<file path="src/rtl/qspi_sclk_gen.sv">
// ----------------------------------------
// SCLK divider for SPI modes 0 and 3
// Toggles the pin clock every clk_div+1 cycles while enabled and
// flags the clk cycle before each falling and rising SCLK edge
// ----------------------------------------
`default_nettype none

module qspi_sclk_gen #(
    parameter int DIV_W = 8
) (
    input  wire             clk,
    input  wire             resetn,
    input  wire             sclk_en,
    input  wire [DIV_W-1:0] clk_div,
    input  wire             cpol,
    output wire             sclk,
    output wire             shift_pulse,
    output wire             sample_pulse
);

    logic [DIV_W-1:0] cnt;
    logic             sclk_q;
    logic             primed;
    logic             tick;

    // Edge happens at the end of the tick cycle
    assign tick         = sclk_en && (cnt == clk_div);
    assign sample_pulse = tick && !sclk_q;

    // Mode 3 starts with a falling edge, the first bit is already on the pins
    assign shift_pulse  = tick && sclk_q && primed;
    assign sclk         = sclk_q;

    always_ff @(posedge clk or negedge resetn) begin
        if (!resetn) begin
            cnt    <= '0;
            sclk_q <= 1'b0;
            primed <= 1'b0;
        end else if (!sclk_en) begin
            // Park at the idle level
            cnt    <= '0;
            sclk_q <= cpol;
            primed <= 1'b0;
        end else if (tick) begin
            cnt    <= '0;
            sclk_q <= ~sclk_q;
            if (!sclk_q) begin
                primed <= 1'b1;
            end
        end else begin
            cnt <= cnt + 1'b1;
        end
    end

    a_pulse_excl: assert property (
        @(posedge clk) disable iff (!resetn) !(shift_pulse && sample_pulse)
    );

endmodule

`default_nettype wire

</file>
<file path="config.mk">
export PLATFORM = sky130hd
export DESIGN_NAME = qspi_sclk_gen
export DESIGN_NICKNAME = d
export VERILOG_FILES = /design/src/rtl/qspi_sclk_gen.sv
export SDC_FILE = /design/constraint.sdc
export NUM_CORES = 1
export LEC_CHECK = 0
export BUFFER_PORTS_ARGS = -buffer_cell sky130_fd_sc_hd__buf_2
export CORE_AREA = 3 3 40 42
export DETAILED_ROUTE_END_ITERATION = 12
export DIE_AREA = 0 0 43 45
export PLACE_DENSITY = 0.7
export SLEW_MARGIN = 25
export SYNTH_ARGS = -nofsm -noshare
export SYNTH_HDL_FRONTEND = slang
export SYNTH_SLANG_ARGS = --single-unit
</file>
<file path="constraint.sdc">
create_clock -name clk -period 1.45 [get_ports clk]
set_input_delay 0.145 -clock clk [delete_from_list [all_inputs] [get_ports clk]]
set_output_delay 0.145 -clock clk [all_outputs]
set_load 0.02 [all_outputs]
</file>
# == After elaboration in Yosys (flattened, before gate mapping) ==
# Cells that the tools add are included.
# Widths: inputs -> output; s select.
# word_totals
memories,0
mem_bits_rw,0
wordCells,21
output_inout_bits,3
inputBits,12
ff_bits,10
latch_bits,0
mem_bits_ro,0
# op_classes
n_addsub,1
shift,0
n_eq_ne,3
div,0
n_mul,0
n_mux,7
bitwise,1
reduce_logical,6
order_cmp,0
# op_table
op,n
$mux 8,2
$add 8x1->8 const B,1
$eq 8x8->1,1
$mux 1,5
$logic_and 1x1->1,4
$ne 2x1->1 const B,1
$ne 2x2->1 const B,1
$reduce_and 2->1,1
$logic_not 1->1,1
$not 1->1,1

# == Longest topological paths before layout ==
# logic_depth
depth_word,4
ltp_mapped,4
mapped_depth_nobuf,4

# == Worst setup path after synthesis ==
# OpenSTA, ideal clock, no wires.
# synth_path
path_type,flip-flop to output port
startpoint,reg cnt[0]
endpoint,out sample_pulse
setup_slack_ns,-0.212
t_required_ns,1.305
arrival_time_ns,1.517
path_stages_with_launch,4
cell_sequence,dfrtp_1 xnor2_2 nand4_2 nor4b_1
# synth_between
elab_chain_cells,3
# synth_lines
item,line,rtl
"start, declared",21,logic [DIV_W-1:0] cnt;
"start signal, assigned",51,cnt <= cnt + 1'b1;
$eq 8x8->1,27,assign tick = sclk_en && (cnt == clk_div);
$logic_and 1x1->1,27,
$logic_and 1x1->1,28,assign sample_pulse = tick && !sclk_q;
"end, declared",18,output wire sample_pulse
# Every way passes these cells.

# == Worst setup path in the final report ==
# layout_path
startpoint,reg cnt[5]
endpoint,out sample_pulse
# Same word-level chain as after synthesis.

==> flow_metrics.py <==
metrics = {
    "status": {
        "status": "finished with violations",
        "violations": "setup timing",
    },
    "synth": {
        "synth_warnings": 0,
        "syn_area_um2": 569,
        "synth_common_cells": "10 x dfrtp_1, 10 x nor2_1, 5 x nand3_1, 5 x xnor2_1, 5 x xor2_1",
        "synth_enable_flop_cells": 0,
        "ys_types": 19,
        "async_flop_share": 1.00,
        "avgSynthCellArea_um2": 10.7,
        "synth_seq_cells": 10,
        "netlist.area_leader.share": 0.440,
        "dominantRegCellSynth": "dfrtp_1",
        "synthMuxAreaShare": 0,
        "synth_xor_area_frac": 0.268,
        "seq_area_frac_synth": 0.440,
        "synth-simple-area-share": 0.209,
        "synth_fa_ha_area_frac": 0.0220,
        "synth_nets": 66,
        "syn_inst": 53,
        "synth_area_leader_cell": "dfrtp_1",
        "synth_compound_area_frac": 0.0484,
        "synth_top_family_by_area": "XOR/XNOR gates",
        "synth_area_leaders": "dfrtp_1 44%, xnor2_2 11%, xnor2_1 7.7%",
    },
    "clock_tree": {
        "clkTransAtPathRegs_ns": 0.07,
        "cts_root_buffer": "clkbuf_4",
        "insertion_delay_ns": 0.27,
        "tritoncts": "done",
        "cts_num_sinks": 10,
        "numCtsBuffers": 3,
        "htreeDepth": 1,
        "clock_path_buffers": 2,
    },
    "finish": {
        "fillers": 112,
        "register_area_um2": 250,
        "diodes": 0,
        "multi_input_area_um2": 364,
        "area_growth_syn_to_layout_pct": 51.6,
        "final_area_um2": 863,
        "instances_no_fill": 99,
        "layout.nets": 98,
        "drive_gt1_frac": 0.560,
    },
    "place": {
        "dp_cells": 87,
        "hpwl_um": 840,
        "io_buffers": 14,
        "postPlaceCellArea_um2": 702,
        "gp_congestion": 0.786,
        "dp_slack_ns": -0.0245,
    },
    "timing": {
        "fmax_ghz": 0.613,
        "finalWorstSetupSlack_ns": -0.181,
        "finalHoldViolations": 0,
        "maxSlewViolCount": 0,
        "timing.hold.ws_ns": 0.140,
        "fin_skew_ns": 0.00385,
        "setup_violations": 12,
        "worst_slew_pin_slew_ns": 0.233,
        "rsz0062_at_grt": "yes",
        "fin_crit_ns": 1.63,
        "relSlewSlack": 0.845,
        "finalCritPeriodShare": 1.12,
    },
    "power_and_ir_drop": {
        "switching_power_w": 0.000167,
        "fin_total_pwr_w": 0.000673,
        "p_int_w": 0.000506,
        "worst_ir_drop_vdd_mv": 0.563,
        "switching_share": 0.248,
        "leakagePower_nw": 0.404,
        "p_comb_frac": 0.186,
        "seqPwrFrac": 0.444,
        "power.density_nw_per_um2": 780,
        "clkPwrFrac": 0.369,
    },
    "detailed_routing": {
        "met1_length_um": 506,
        "highest_layer": "met4",
        "drtAntennaViolNets": 0,
        "met2_length_um": 663,
        "drc": 0,
        "wl_met3_um": 100,
        "routed_wl_mm": 1.31,
        "first_pass_iters": 4,
        "num_vias": 486,
        "drtIter0Drc": 6,
        "wl_per_cell_um": 13.2,
        "viasPerCell": 4.91,
    },
    "worst_setup_path": {
        "end_kind": "output pin",
        "rr_startpoint": "cnt[7]",
        "crit_fanout": 5,
        "cp.arrival_ns": 1.49,
        "r2r_slack_ns": -0.10,
        "reg2reg_depth": 5,
        "startpoint_type": "flip-flop",
        "r2r_end": "sclk",
        "crit_type": "reg2out",
        "cp.required_ns": 1.31,
    },
    "global_route": {
        "grt-ovfl-total": 0,
        "grt_first_pass_wirelength_mm": 2.08,
        "grt_start_max_net_pins": 11,
        "antenna_found_initial": 0,
        "grt_pass1_vias": 480,
        "grt.total_usage": 0.144,
    },
    "die": {
        "chipHeight_um": 45,
        "ioPinCount": 15,
        "die_area_um2": 1940,
        "core.rowCount": 13,
        "dieWidth_um": 43,
        "core_region_area_um2": 1280,
        "initial_core_util": 0.443,
    },
    "run": {
        "cap_violations": 0,
    },
    "hold_path": {
        "min_to": "sclk",
        "worstHoldPathCells": 3,
        "hp-start": "cpol",
        "holdCritPathClass": "in2reg",
    },
}
[sequential cells by signal, summed over array words and instances, names as in the netlist]
| register | count |
|---|---|
| cnt | 8 |
| primed | 1 |
| sclk | 1 |
[final cells by class]
type | count | share of cell area
timing repair buffer | 27 | 0.216
sequential | 10 | 0.290
tap | 15 | 0.0217
inverter | 2 | 0.00870
multi-input combinational | 41 | 0.422
clock buffer | 4 | 0.0420
[cell families (layout without fill, tap and decap cells)]
group                      count (synthesis)  after routing
buffers and inverters                      2             33
xor gates and xnor gates                  14             14
DFF                                       10             10
and+or+nand+nor                           22             22
AOI/OAI and AO/OA                          4              4
adders and majority gates                  1              1
[per-stage QoR]
stage          setup TNS (ns)  utilization
2_1_floorplan               0            -
6_report               -0.807        0.672
3_5_place_dp          -0.0245        0.546
3_3_place_gp                0        0.546
4_1_cts                -0.826        0.618
5_1_grt                 -1.76        0.672
[power groups by stage]
stage | clock network [W] | logic (W) | registers (W)
after floorplan | 0 | 0.0000470 | 0.000310
after global placement | 0 | 0.000103 | 0.000304
after detailed placement | 0 | 0.000102 | 0.000304
after CTS | 0.000257 | 0.000110 | 0.000299
after global routing | 0.000266 | 0.000136 | 0.000301
final | 0.000249 | 0.000125 | 0.000299
[per-layer routing]
metal  track usage  up-vias
met4        0.0181        0
met1         0.177      216
met2         0.251       24
li1              -      242
met3        0.0518        4
met5             0        -
[worst max path at each step]
stage / startpoint / end / slack [ns]
final: cnt[5] / sample_pulse / -0.18
after global routing: cnt[4] / shift_pulse / -0.26
after CTS: cnt[2] / sample_pulse / -0.18
after detailed placement: cnt[6] / sclk / -0.02
after global placement: cnt[6] / sclk / 0.007
after floorplan: cnt[0] / sample_pulse / 0.05
[cells in the final DEF, fill, tap and decap left out]
master and count:
a21boi_1 1, a31oi_1 1, and3_1 1, and3_2 1, and4_1 1, buf_2 12, buf_4 11, buf_6 3
clkbuf_4 3, clkbuf_8 1, dfrtp_1 10, dlygate4sd3_1 1, ha_1 1, inv_1 2, nand3_1 5, nand4_1 1
nand4_4 1, nor2_1 4, nor2_2 6, nor4b_2 1, o21ai_0 1, o21ai_2 1, or3_1 1, xnor2_1 2
xnor2_2 7, xor2_1 5
[worst max-delay path, stage by stage, from the launching register on]
cell and delay [ns]:
dfrtp_1 0.41, xnor2_2 0.19, nand4_4 0.16, nor4b_2 0.27
buf_4 0.18
[repair_timing]
action                                  CTS  global route
gates resized for setup                   5            10
hold endpoints to repair                 10             0
hold buffers                              1             0
setup buffers                             4             3
endpoints found under the setup margin    3            12
pin swaps                                 7             5
Power figures use the tool's default switching activity.
