### src/rtl/qspi_pkg.sv
// ----------------------------------------
// Types and constants shared by the QSPI flash controller
// Imported by the sequencer, the shifter and the top level
// ----------------------------------------
`default_nettype none

package qspi_pkg;

    localparam int WORD_BITS   = 32;
    localparam int OPCODE_BITS = 8;

    // Active IO lanes of one phase, code 3 unused
    typedef enum logic [1:0] {
        LANES_1 = 2'd0,
        LANES_2 = 2'd1,
        LANES_4 = 2'd2
    } lane_mode_e;

    typedef enum logic [1:0] {
        ADDR_NONE = 2'd0,
        ADDR_3B   = 2'd1,
        ADDR_4B   = 2'd2
    } addr_len_e;

    // Transaction phases, in the order they run
    typedef enum logic [2:0] {
        IDLE, CS_SETUP, CMD, ADDR, DUMMY, DATA, CS_DONE
    } phase_e;

    // Bits moved per SCLK period
    function automatic logic [2:0] lane_count(input lane_mode_e mode);
        case (mode)
            LANES_2: return 3'd2;
            LANES_4: return 3'd4;
            default: return 3'd1;
        endcase
    endfunction

endpackage

`default_nettype wire

### src/rtl/qspi_seq.sv
// ----------------------------------------
// Transaction sequencer of the QSPI controller
// Walks CS setup, command, address, dummy and data phases and
// picks each value loaded into the shifter
// ----------------------------------------
`default_nettype none

module qspi_seq #(
    parameter int LEN_W = 16
) (
    input  wire                              clk,
    input  wire                              resetn,
    input  wire                              start,
    output wire                              done,
    input  qspi_pkg::lane_mode_e             cmd_lanes,
    input  qspi_pkg::lane_mode_e             addr_lanes,
    input  qspi_pkg::lane_mode_e             data_lanes,
    input  qspi_pkg::addr_len_e              addr_len,
    input  wire [3:0]                        dummy_cycles,
    input  wire                              dir,
    input  wire [qspi_pkg::OPCODE_BITS-1:0]  opcode,
    input  wire [31:0]                       addr,
    input  wire [LEN_W-1:0]                  len_bytes,
    input  wire [qspi_pkg::WORD_BITS-1:0]    tx_data,
    input  wire                              tx_empty,
    output wire                              tx_ren,
    output wire [qspi_pkg::WORD_BITS-1:0]    rx_data,
    output wire                              rx_wen,
    input  wire                              rx_full,
    output logic                             cs_n,
    output wire                              sclk_en,
    input  wire                              shift_pulse,
    input  wire                              sample_pulse,
    output wire                              load,
    output logic [qspi_pkg::WORD_BITS-1:0]   load_word,
    output wire                              shift_en,
    output logic                             capture_en,
    output qspi_pkg::lane_mode_e             lanes,
    output logic                             drive,
    input  wire [qspi_pkg::WORD_BITS-1:0]    word
);

    import qspi_pkg::*;

    phase_e           state;
    phase_e           next_phase;
    logic [5:0]       bit_cnt;
    logic [5:0]       bit_nxt;
    logic [5:0]       addr_bits;
    logic [3:0]       dummy_cnt;
    logic [LEN_W-1:0] byte_cnt;
    logic [LEN_W-1:0] byte_nxt;
    logic             reload;
    logic             word_done;
    logic             word_end;
    logic             phase_end;
    lane_mode_e       cfg_lanes;
    logic             cfg_drive;
    logic             cfg_capture;

    assign bit_nxt   = bit_cnt + {3'b000, lane_count(lanes)};
    assign byte_nxt  = byte_cnt + LEN_W'(4);
    assign addr_bits = (addr_len == ADDR_4B) ? 6'd32 : 6'd24;

    // New values go to the pins on a falling edge, or right away in CS_SETUP
    assign load     = (state == CS_SETUP) || (reload && shift_pulse);
    assign tx_ren   = load && (state == DATA) && !dir && !tx_empty;
    assign shift_en = drive;
    assign sclk_en  = (state == CMD) || (state == ADDR) || (state == DUMMY) || (state == DATA);
    assign done     = (state == CS_DONE);
    assign rx_data  = word;
    assign rx_wen   = word_done && !rx_full;

    // ----------------------------------------
    // Phase end and successor
    // ----------------------------------------
    always_comb begin
        word_end   = (state == DATA) && sample_pulse && (bit_nxt == 6'(WORD_BITS));
        phase_end  = 1'b0;
        next_phase = CS_DONE;
        if (state == CMD || state == ADDR) begin
            if (dummy_cycles != 4'd0) begin
                next_phase = DUMMY;
            end else if (len_bytes != '0) begin
                next_phase = DATA;
            end
        end else if (state == DUMMY && len_bytes != '0) begin
            next_phase = DATA;
        end
        case (state)
            CMD: begin
                phase_end = sample_pulse && (bit_nxt == 6'(OPCODE_BITS));
                if (addr_len != ADDR_NONE) begin
                    next_phase = ADDR;
                end
            end
            ADDR:    phase_end = sample_pulse && (bit_nxt == addr_bits);
            DUMMY:   phase_end = sample_pulse && (4'(dummy_cnt + 4'd1) == dummy_cycles);
            DATA:    phase_end = word_end && (byte_nxt == len_bytes);
            default: phase_end = 1'b0;
        endcase
    end

    // Pin setup taken at each load
    always_comb begin
        cfg_lanes   = data_lanes;
        cfg_drive   = 1'b0;
        cfg_capture = 1'b0;
        load_word   = '0;
        case (state)
            CS_SETUP: begin
                cfg_lanes = cmd_lanes;
                cfg_drive = 1'b1;
                load_word = {opcode, {(WORD_BITS - OPCODE_BITS){1'b0}}};
            end
            ADDR: begin
                cfg_lanes = addr_lanes;
                cfg_drive = 1'b1;
                // 3-byte address goes to the top of the register
                load_word = (addr_len == ADDR_3B) ? {addr[23:0], 8'h00} : addr;
            end
            DATA: begin
                cfg_drive   = !dir;
                cfg_capture = dir;
                if (!dir && !tx_empty) begin
                    load_word = tx_data;
                end
            end
            default: cfg_drive = 1'b0;
        endcase
    end

    // ----------------------------------------
    // State and counters
    // ----------------------------------------
    always_ff @(posedge clk or negedge resetn) begin
        if (!resetn) begin
            state      <= IDLE;
            cs_n       <= 1'b1;
            bit_cnt    <= '0;
            dummy_cnt  <= '0;
            byte_cnt   <= '0;
            reload     <= 1'b0;
            word_done  <= 1'b0;
            lanes      <= LANES_1;
            drive      <= 1'b0;
            capture_en <= 1'b0;
        end else begin
            word_done <= word_end && dir;
            if (load) begin
                lanes      <= cfg_lanes;
                drive      <= cfg_drive;
                capture_en <= cfg_capture;
                reload     <= 1'b0;
            end
            case (state)
                IDLE: begin
                    if (start) begin
                        state <= CS_SETUP;
                        cs_n  <= 1'b0;
                    end
                end
                CS_SETUP: state <= CMD;
                CS_DONE: begin
                    // One clk of CS hold after the last rising SCLK
                    state      <= IDLE;
                    cs_n       <= 1'b1;
                    drive      <= 1'b0;
                    capture_en <= 1'b0;
                end
                default: begin
                    if (phase_end) begin
                        state     <= next_phase;
                        bit_cnt   <= '0;
                        dummy_cnt <= '0;
                        byte_cnt  <= '0;
                        reload    <= (next_phase != CS_DONE);
                    end else if (state == DUMMY && sample_pulse) begin
                        dummy_cnt <= dummy_cnt + 4'd1;
                    end else if (word_end) begin
                        // Next write word goes out on the coming falling edge
                        bit_cnt  <= '0;
                        byte_cnt <= byte_nxt;
                        reload   <= !dir;
                    end else if (sample_pulse) begin
                        bit_cnt <= bit_nxt;
                    end
                end
            endcase
        end
    end

    a_cs_idle: assert property (
        @(posedge clk) disable iff (!resetn) state == IDLE |-> cs_n
    );
    a_rx_no_full: assert property (
        @(posedge clk) disable iff (!resetn) rx_wen |-> !rx_full && $past(capture_en)
    );
    a_start_busy: assert property (
        @(posedge clk) disable iff (!resetn) start && state != IDLE |=> state != CS_SETUP
    );

endmodule

`default_nettype wire

### config.mk
export PLATFORM = sky130hd
export DESIGN_NAME = qspi_seq
export DESIGN_NICKNAME = d
export VERILOG_FILES = /design/src/rtl/qspi_pkg.sv /design/src/rtl/qspi_seq.sv
export SDC_FILE = /design/constraint.sdc
export NUM_CORES = 1
export LEC_CHECK = 0
export BUFFER_PORTS_ARGS = -buffer_cell sky130_fd_sc_hd__buf_2
export CAP_MARGIN = 5
export CORE_UTILIZATION = 48
export DETAILED_ROUTE_END_ITERATION = 8
export GPL_ROUTABILITY_DRIVEN = 0
export HOLD_SLACK_MARGIN = 0.08
export PLACE_DENSITY = 0.88
export RECOVER_POWER = 25
export SETUP_SLACK_MARGIN = 0.15
export SLEW_MARGIN = 5
export SYNTH_ARGS = -nofsm -noshare
export SYNTH_HDL_FRONTEND = slang
export SYNTH_SLANG_ARGS = --single-unit
### constraint.sdc
create_clock -name clk -period 7.7 [get_ports clk]
set_input_delay 1.54 -clock clk [delete_from_list [all_inputs] [get_ports clk]]
set_output_delay 1.54 -clock clk [all_outputs]
set_load 0.005 [all_outputs]
# Word level (Yosys, flattened, before mapping)
# Cells that the tools add are included.
classes:
  n_reduce_logical: 39
  bitwise: 1
  add_sub_neg: 3
  n_eq_ne: 18
  muxes: 38
op_table:
  columns: ["operator", "count"]
  rows:
  - ["$pmux 32 s3", 1]
  - ["$mux 32", 2]
  - ["$mux 16", 3]
  - ["$mux 6", 5]
  - ["$add 16x3->16 const B", 1]
  - ["$eq 16x16->1", 1]
  - ["$reduce_bool 16->1", 1]
  - ["$logic_and 1x1->1", 15]
  - ["$mux 3", 5]
  - ["$mux 1", 11]
  - ["$reduce_bool 2->1", 5]
  - ["$eq 3x3->1 const B", 3]
  - ["$pmux 3 s3", 1]
  - ["$mux 4", 2]
  - ["$reduce_bool 4->1", 2]
  - ["$add 6x3->6", 1]
  - ["$eq 3x2->1 const B", 2]
  - ["$eq 6x4->1 const B", 1]
  - ["$eq 6x6->1", 1]
  - ["$eq 6x6->1 const B", 1]
  - ["$mux 2", 3]
  - ["$pmux 3 s2", 1]
  - ["$reduce_and 2->1", 3]
  - ["$reduce_and 3->1", 2]
  - ["other kinds (17)", 26]
totals:
  in_bits: 140
  register_bits: 36

# Depth between registers and ports, before layout
# Gate-level depths: netlist of the first run.
depth:
  depth_word: 9
  mapped_depth: 14
  depth_no_buf: 12

# Least setup slack after synthesis of the first run
# Ideal clock, no wire load.
synth_timing:
  kind: "input-to-output"
  start: "in addr_len[0]"
  end: "out load_word[10] (netlist name)"
  cell_stages: 5
  arrival_ns: 2.729
  slack_ns: 3.431
  t_required_ns: 6.160
  n_path_buf: 2
  cell_sequence: "nor2b_1 > clkbuf_1 > buf_1 > mux2i_1 > o21ai_0"
synth_via:
  elab_chain_len: 3
synth_rtl:
  columns: ["element", "line_no", "rtl"]
  rows:
  - ["from (decl)", "qspi_seq.sv:18", "input qspi_pkg::addr_len_e addr_len,"]
  - ["$eq 2x1->1", "qspi_seq.sv:120", "load_word = (addr_len == ADDR_3B) ? {addr[23:0], 8'h00} : addr;"]
  - ["$mux 32", "qspi_seq.sv:120", null]
  - ["$pmux 32 s3", "qspi_seq.sv:110", "case (state)"]
  - ["to (decl)", "qspi_seq.sv:35", "output logic [qspi_pkg::WORD_BITS-1:0] load_word,"]
# Every way passes these cells.

# Worst setup path after layout of the first run
layout_timing:
  start: "in addr_len[0]"
  end: "out load_word[30] (netlist name)"
# The elaborated chain is that of the path after synthesis.

==> results by group, run 1 <==
Synthesis
  – Synth top area share: 0.2308
  – Average size of a mapped cell: 8.005 sq um
  – Commonest cells post-synth: nor2_1 (50), nand2_1 (43), buf_4 (34), dfrtp_1 (33), xnor2_1 (33)
  – Netlist cell types: 63
  – Mapped Nets: 595
  – Ys flop type: dfrtp_1
  – Synth Instances: 447
  – Largest family of logic cells by synthesized area: simple AND/OR/NAND/NOR gates
  – Synth area leaders: dfrtp_1 (23%), xnor2_1 (8.1%), mux2i_1 (7.8%)
  – Sequential-to-total area share from yosys stat: 0.2381
  – Xor/xnor share of the synthesized area: 0.1126
  – Cell accounting for the most synthesized area: dfrtp_1
  – Synth Area in Compound Gates: 0.1934
  – EDFF count, synth: 0
  – Yosys warns: 0
  – Post-Synth Adder-Cell Area: 0.03007
  – Synth Area in Simple Gates: 0.2325
  – Top-count cell post-synth: nor2_1
  – Mux cell area share after synthesis: 0.07832
  – Synthesized area: 3578 sq um
  – Synth Register Bits: 34
  – Ys async rst share: 1.000

Worst setup path
  – Crit path buffers/inverters: 3
  – Critical Path End Type: primary output
  – CP peak stage delay: 0.38 ns
  – Critical Path RT: 6.16 ns
  – Setup CP Type: in -> out
  – Most frequent CP cell: buf_2
  – CP arrival: 2.72 ns
  – Max FO, Critical Path: 24
  – Critical path, cell by cell: buf_2 > nor2b_2 > buf_4 > mux2i_1 > o21ai_0 > buf_2
  – Slowest CP cell: buf_4
  – Worst path top cell family by delay: buffers and inverters
  – R2r setup slk: 3.91 ns
  – Startpoint types: primary input

Global routing
  – Total Routing Usage GR: 0.3003
  – Met2 usage: 0.4413
  – Pin count of the biggest net entering global routing: 35
  – First-pass GRT wire length: 17.24 mm
  – GR Overflow Total: 0
  – Met3 usage: 0.2006
  – Initial antenna violation count: 0
  – Vias in the first global route: 3,225
  – Met1 Track Usage GR: 0.3565
  – Layer with the highest usage: met2

Power
  – Flop pwr share: 0.342
  – Power, Total: 750.7 uW
  – Switching Share: 0.4119
  – Switching power of the nets: 309.2 uW
  – Combinational share of power: 0.490
  – Power Density: 178.4 nW/um^2
  – Max VDD drop: 0.0001063 V
  – Cell Int Power: 441.5 uW
  – Clk pwr share: 0.168
  – Leak: 0.002014 uW

Final layout
  – Final std cells w/o fill: 652
  – Share of cells above drive strength 1: 0.3183
  – NumNets Final: 701
  – Design area: 4209 sq um
  – Register area: 852.1 sq um
  – FILL cells: 667
  – ANT cells: 0
  – Layout area overhead: 17.62%
  – Multi-input gate area: 2322 sq um

Detailed routing
  – TritonRoute pass-1 iters: 5
  – Final wirelength: 12.18 mm
  – Drt initial violations: 320
  – Vias per cell: 5.721
  – Via count: 3,730
  – Routed Antenna Nets: 0
  – Post-route DRC violation count: 0
  – WL/cell: 18.68 um

Outcome
  – Status: finished with violations
  – Failing checks: capacitance limit, slew limit

Place
  – Post-DP HPWL: 10.01 mm
  – Placed insts: 645
  – PortBufs: 150
  – DP Area: 4135 sq um

Clock network
  – CTS tree: done
  – Clock transition at the registers of the reported paths: 0.06 ns
  – Worst skew pair latency: 0.29 ns
  – Clock sink total: 34
  – Htree depth: 2
  – CTS resizes: 0
  – # Post-CTS Setup Buffers: 0
  – Post-CTS Hold Buffers: 0
  – Root buf cell: clkbuf_8
  – CTS Buf Count: 5
  – Clock buffer depth: 2

Floorplan
  – # IOs: 215
  – Initial Utilization: 0.4960
  – Core area: 7214 sq um
  – Die Y: 88.34 um
  – Die area: 7804 sq um
  – FP Rows: 31
  – Die W: 88.34 um

Flow run
  – MaxCap Viol Count: 1

STA
  – Hold_ws: 0.5472 ns
  – Worst slew margin: -0.2382
  – Minimum clock period: 4.261 ns
  – Setup violations, final: 0
  – Clock skew: 0.009041 ns
  – Fmax: 234.7 MHz
  – Final TNS setup: 0 ns
  – Fin. max-slew vios: 35
  – Worst Max-Slew Pin Slew: 1.857 ns
  – Unrepaired setup endpoints after global routing: no
  – Final period utilization: 0.5533
  – Final Hold Vio Count: 0

Min path
  – Hold Path Class: reg -> reg
[placed cells by master, fill, tap and decap left out, types with 5 or more instances in the layout]
cell type / instances
xor2_1: 13
inv_1: 15
a22o_1: 8
o21ai_0: 32
nand3_1: 11
buf_2: 148
nor3_1: 11
a21oi_1: 12
xnor2_1: 33
dfrtp_1: 33
ha_1: 7
nor2_1: 50
clkbuf_8: 5
mux2i_1: 28
a22oi_1: 9
or3_1: 7
o211ai_1: 7
nor2b_1: 8
nand2_1: 43
nand4_1: 5
[per-stage QoR]
step	util	worst slack, ns
2_1_floorplan	-	3.431
3_3_place_gp	0.5732	3.542
3_5_place_dp	0.5732	3.472
4_1_cts	0.5838	3.463
5_1_grt	0.5834	3.350
6_report	0.5834	3.439
[cells by family after synthesis]
| logic type | Yosys count |
|---|---|
| DFF | 34 |
| buffers and inverters | 70 |
| AOI/OAI and AO/OA | 98 |
| adders and majority gates | 8 |
| muxes | 28 |
| xor gates and xnor gates | 46 |
| and+or+nand+nor | 163 |
[state kept, by name, summed over array words and instances (netlist names)]
name and cells:
state 3, cs_n 1, word_done 1, lanes 2
capture_en 1, bit_cnt 6, byte_cnt 14, dummy_cnt 4
drive 1, reload 1
[layer usage]
metal  wire length, um  part of all wire
met2              5233              0.43
met4               298             0.024
met5                 0                 0
met3              2135              0.18
met1              4510              0.37
[final cells by class]
type                       instances  share of cell area
timing repair buffer             154              0.1849
tap                               99             0.02943
sequential                        34              0.2024
clock buffer                       7             0.01813
multi-input combinational        343              0.5517
inverter                          15             0.01338
[worst reg2reg max path, delay by kind of cell (launching register included)]
kind | cells | cell delay (ns)
flip-flops | 1 | 0.43
AO/OA/AOI/OAI | 3 | 1.27
buffers and inverters | 2 | 0.13
AND/OR/NAND/NOR | 4 | 0.99
adder cells (fa/ha/maj) | 3 | 0.88
[path summary, 6_finish.rpt]
kind | startpoint | endpoint | cells past startpoint
worst max-delay path | addr_len[0] | load_word[30] | 6
worst min-delay path | bit_cnt[2] | bit_cnt[2] | 2
worst max register to register | lanes[0] | state[0] | 12
worst min register to register | bit_cnt[2] | bit_cnt[2] | 2
max in group asynchronous | resetn | dummy_cnt[1] | 1
min in group asynchronous | resetn | byte_cnt[3] | 1
[power groups by stage]
stage	logic (uW)	clock network (uW)	registers, uW
detailed placement	363	0	258
global route	410	136	262
global placement	347	0	256
floorplan	288	0	229
CTS	365	129	255
finish	368	126	257
Power figures use the tool's default switching activity.
==> run 2: changes to the inputs <==
Settings changed: CORE_UTILIZATION 48 to 40, PLACE_DENSITY 0.88 to 0.78.
Clock period 7.7 ns to 3.81 ns, I/O delays scaled along.
==> run 2 against run 1 <==
The run still ends with capacitance limit, slew limit left. Final cell count up 1.8%. Total power increased by 110%. Via count increased by 1.4%. Final area rose by 1.2%. Setup slack worse by 3.0 ns. Clock skew is essentially flat. Global-route usage fell by 7.4 points. Sequential power is 100% higher. Wire length is 6.9% lower. Combinational power up 100%. Count of clock-buffer cells in the layout fell by 2. Largest cell class unchanged.
==> results by group, run 2 (synthesis results as in run 1) <==
Outcome
  – Status: finished with violations
  – Failing checks: capacitance limit, slew limit

Final layout
  – Final std cells w/o fill: 664 (+1.8%)
  – Max reg flops: 14 (unchanged)
  – Layout area overhead: 18.99%
  – Share of cells above drive strength 1: 0.3273 (+0.009074)
  – ANT cells: 0 (unchanged)
  – Design area: 4258 sq um (+1.2%)
  – NumNets Final: 703 (+0.29%)
  – Most frequent cells in the layout: buf_2 (149), nor2_1 (50), nand2_1 (43)
  – Final core utilization: 0.4906 (-0.09279)
  – Most flop-heavy register: byte_cnt
  – Top flop regs: byte_cnt x14, bit_cnt x6, dummy_cnt x4
  – Most common cell after layout, fill and taps aside: buf_2

Place
  – PortBufs: 150 (unchanged)
  – DP Area: 4159 sq um (+0.57%)
  – Pre-CTS setup slack: 0.4665 ns (-3.006 ns)
  – Placed insts: 655 (+1.6%)
  – Post-DP HPWL: 8.950 mm (-11%)

STA
  – Fmax: 299.8 MHz
  – Unrepaired setup endpoints after global routing: no
  – Final TNS setup: 0 ns (unchanged)
  – Fin. max-slew vios: 35 (unchanged)
  – Final period utilization: 0.8756
  – Final Hold Vio Count: 0 (unchanged)
  – Clock skew: 0.009462 ns (+0.0004210 ns)
  – Setup violations, final: 0 (unchanged)
  – Minimum clock period: 3.336 ns
  – Fin worst setup slack: 0.4740 ns (-2.965 ns)
  – Worst slew margin: -0.2561 (-0.01788)
  – Worst Max-Slew Pin Slew: 1.884 ns (+0.02681 ns)

Global routing
  – Pin count of the biggest net entering global routing: 35 (unchanged)
  – First-pass GRT wire length: 15.87 mm (-7.9%)
  – Layer with the highest usage: met2
  – Met2 usage: 0.3656 (-0.07565)
  – GR Overflow Total: 0 (unchanged)
  – Vias in the first global route: 3,179 (-1.4%)
  – Met3 usage: 0.04930 (-0.1513)
  – Met1 Track Usage GR: 0.3045 (-0.05200)
  – Total Routing Usage GR: 0.2261 (-0.07420)
  – Initial antenna violation count: 0 (unchanged)

Min path
  – Hold Path Class: reg -> reg

Floorplan
  – Initial Utilization: 0.4123 (-0.08367)
  – Core area: 8678 sq um (+20%)
  – Die W: 96.59 um (+9.3%)
  – FP Rows: 34 (+9.7%)
  – Die Y: 96.59 um (+9.3%)
  – Die area: 9329 sq um (+20%)
  – # IOs: 215 (unchanged)

Clock network
  – Clock sink total: 34 (unchanged)
  – # Post-CTS Setup Buffers: 0 (unchanged)
  – Htree depth: 2 (unchanged)
  – Clock buffer depth: 2 (unchanged)
  – CTS tree: done
  – Clock transition at the registers of the reported paths: 0.08 ns (+0.02 ns)
  – Worst skew pair latency: 0.30 ns (about the same)
  – CTS Buf Count: 5 (unchanged)
  – Root buf cell: clkbuf_8

Detailed routing
  – Vias per cell: 5.694 (-0.46%)
  – TritonRoute pass-1 iters: 5 (unchanged)
  – WL/cell: 17.06 um (-8.6%)
  – Via count: 3,781 (+1.4%)
  – Post-route DRC violation count: 0 (unchanged)
  – Routed Antenna Nets: 0 (unchanged)
  – Final wirelength: 11.33 mm (-6.9%)
  – Drt initial violations: 298 (-6.9%)

Worst setup path
  – Slowest CP cell: dfrtp_1
  – Critical path, cell by cell: inv_1 > ha_1 > ha_1 > inv_1 > fa_1 > nor2b_1 > o21a_1 > o311ai_0 > a311oi_1 > or3_1 > nand3_4 > a221oi_2
  – Startpoint types: flip-flop
  – Critical Path End Type: flip-flop
  – Max FO, Critical Path: 14 (-42%)
  – CP arrival: 3.54 ns (+0.82 ns)
  – Setup CP Type: reg -> reg
  – CP peak stage delay: 0.40 ns (+0.02 ns)
  – Critical Path RT: 4.02 ns (-2.14 ns)

Power
  – Leak: 0.002045 uW (+1.5%)
  – Power Density: 364.2 nW/um^2 (+100%)
  – Max VDD drop: 0.0001768 V (+66%)

Flow run
  – MaxCap Viol Count: 1 (unchanged)
-- run 2: changes by cell type in the layout (fill, tap and decap cells not counted) --
cell        delta
clkinv_2       +1
nor2b_4        +1
clkinvlp_4     +1
clkbuf_1       -3
nand3_2        +1
buf_2          +1
clkinv_4       +1
buf_4          +1
nor2b_2        -1
-- run 2: through the flow --
stage / total power [uW] / hold WS (ns)
3_5_place_dp: 1263 / 0.5384
4_1_cts: 1549 / 0.5584
6_report: 1551 / 0.5547
5_1_grt: 1667 / 0.5901
2_1_floorplan: 1046 / 0.4664
3_3_place_gp: 1229 / 0.5235
-- run 2: path summary, 6_finish.rpt --
kind                               start           end  slack [ns]  cells past startpoint
worst max-delay path            lanes[0]      state[0]        0.47                     12
worst min register to register  lanes[1]      lanes[1]        0.55                      2
worst max register to register  lanes[0]      state[0]        0.47                     12
max in group asynchronous         resetn   byte_cnt[9]        1.75                      1
worst min-delay path            lanes[1]      lanes[1]        0.55                      2
min in group asynchronous         resetn  byte_cnt[14]        0.98                      1
-- run 2: layout make-up --
cell class | instances | area, sq um
clock buffers | 5 | 68.82
repair buffers | 155 | 787.0
clock inverters | 3 | 21.27
fillers | 872 | 4420
inverters | 15 | 56.30
multi-input cells | 344 | 2337
well taps | 108 | 135.1
flip-flops and latches | 34 | 852.1
-- run 2: layer usage --
metal / wire length [um] / part of all wire
met5: 0 / 0
met4: 181 / 0.016
met3: 1035 / 0.091
met2: 5373 / 0.47
met1: 4741 / 0.42
-- run 2: repair_timing --
action / in CTS / in global routing
hold buffers: 0 / 0
gates resized for setup: 0 / 0
setup endpoints to repair: 0 / 2
-- run 2: worst max-delay path, delay by kind of cell, from the launching register on --
| family | cells | cell delay, ns |
|---|---|---|
| fa+ha+maj | 3 | 0.87 |
| simple gates | 3 | 0.91 |
| buf+inv | 2 | 0.13 |
| compound gates | 4 | 0.94 |
| flops | 1 | 0.40 |
-- run 2: power breakdown --
group,switching [uW],leakage (uW),total (uW),internal (uW)
Combinational,398,0.00156,745,347
Clock,154,0.0000441,282,129
Sequential,104,0.000440,524,420
Total,655,0.00205,1550,895
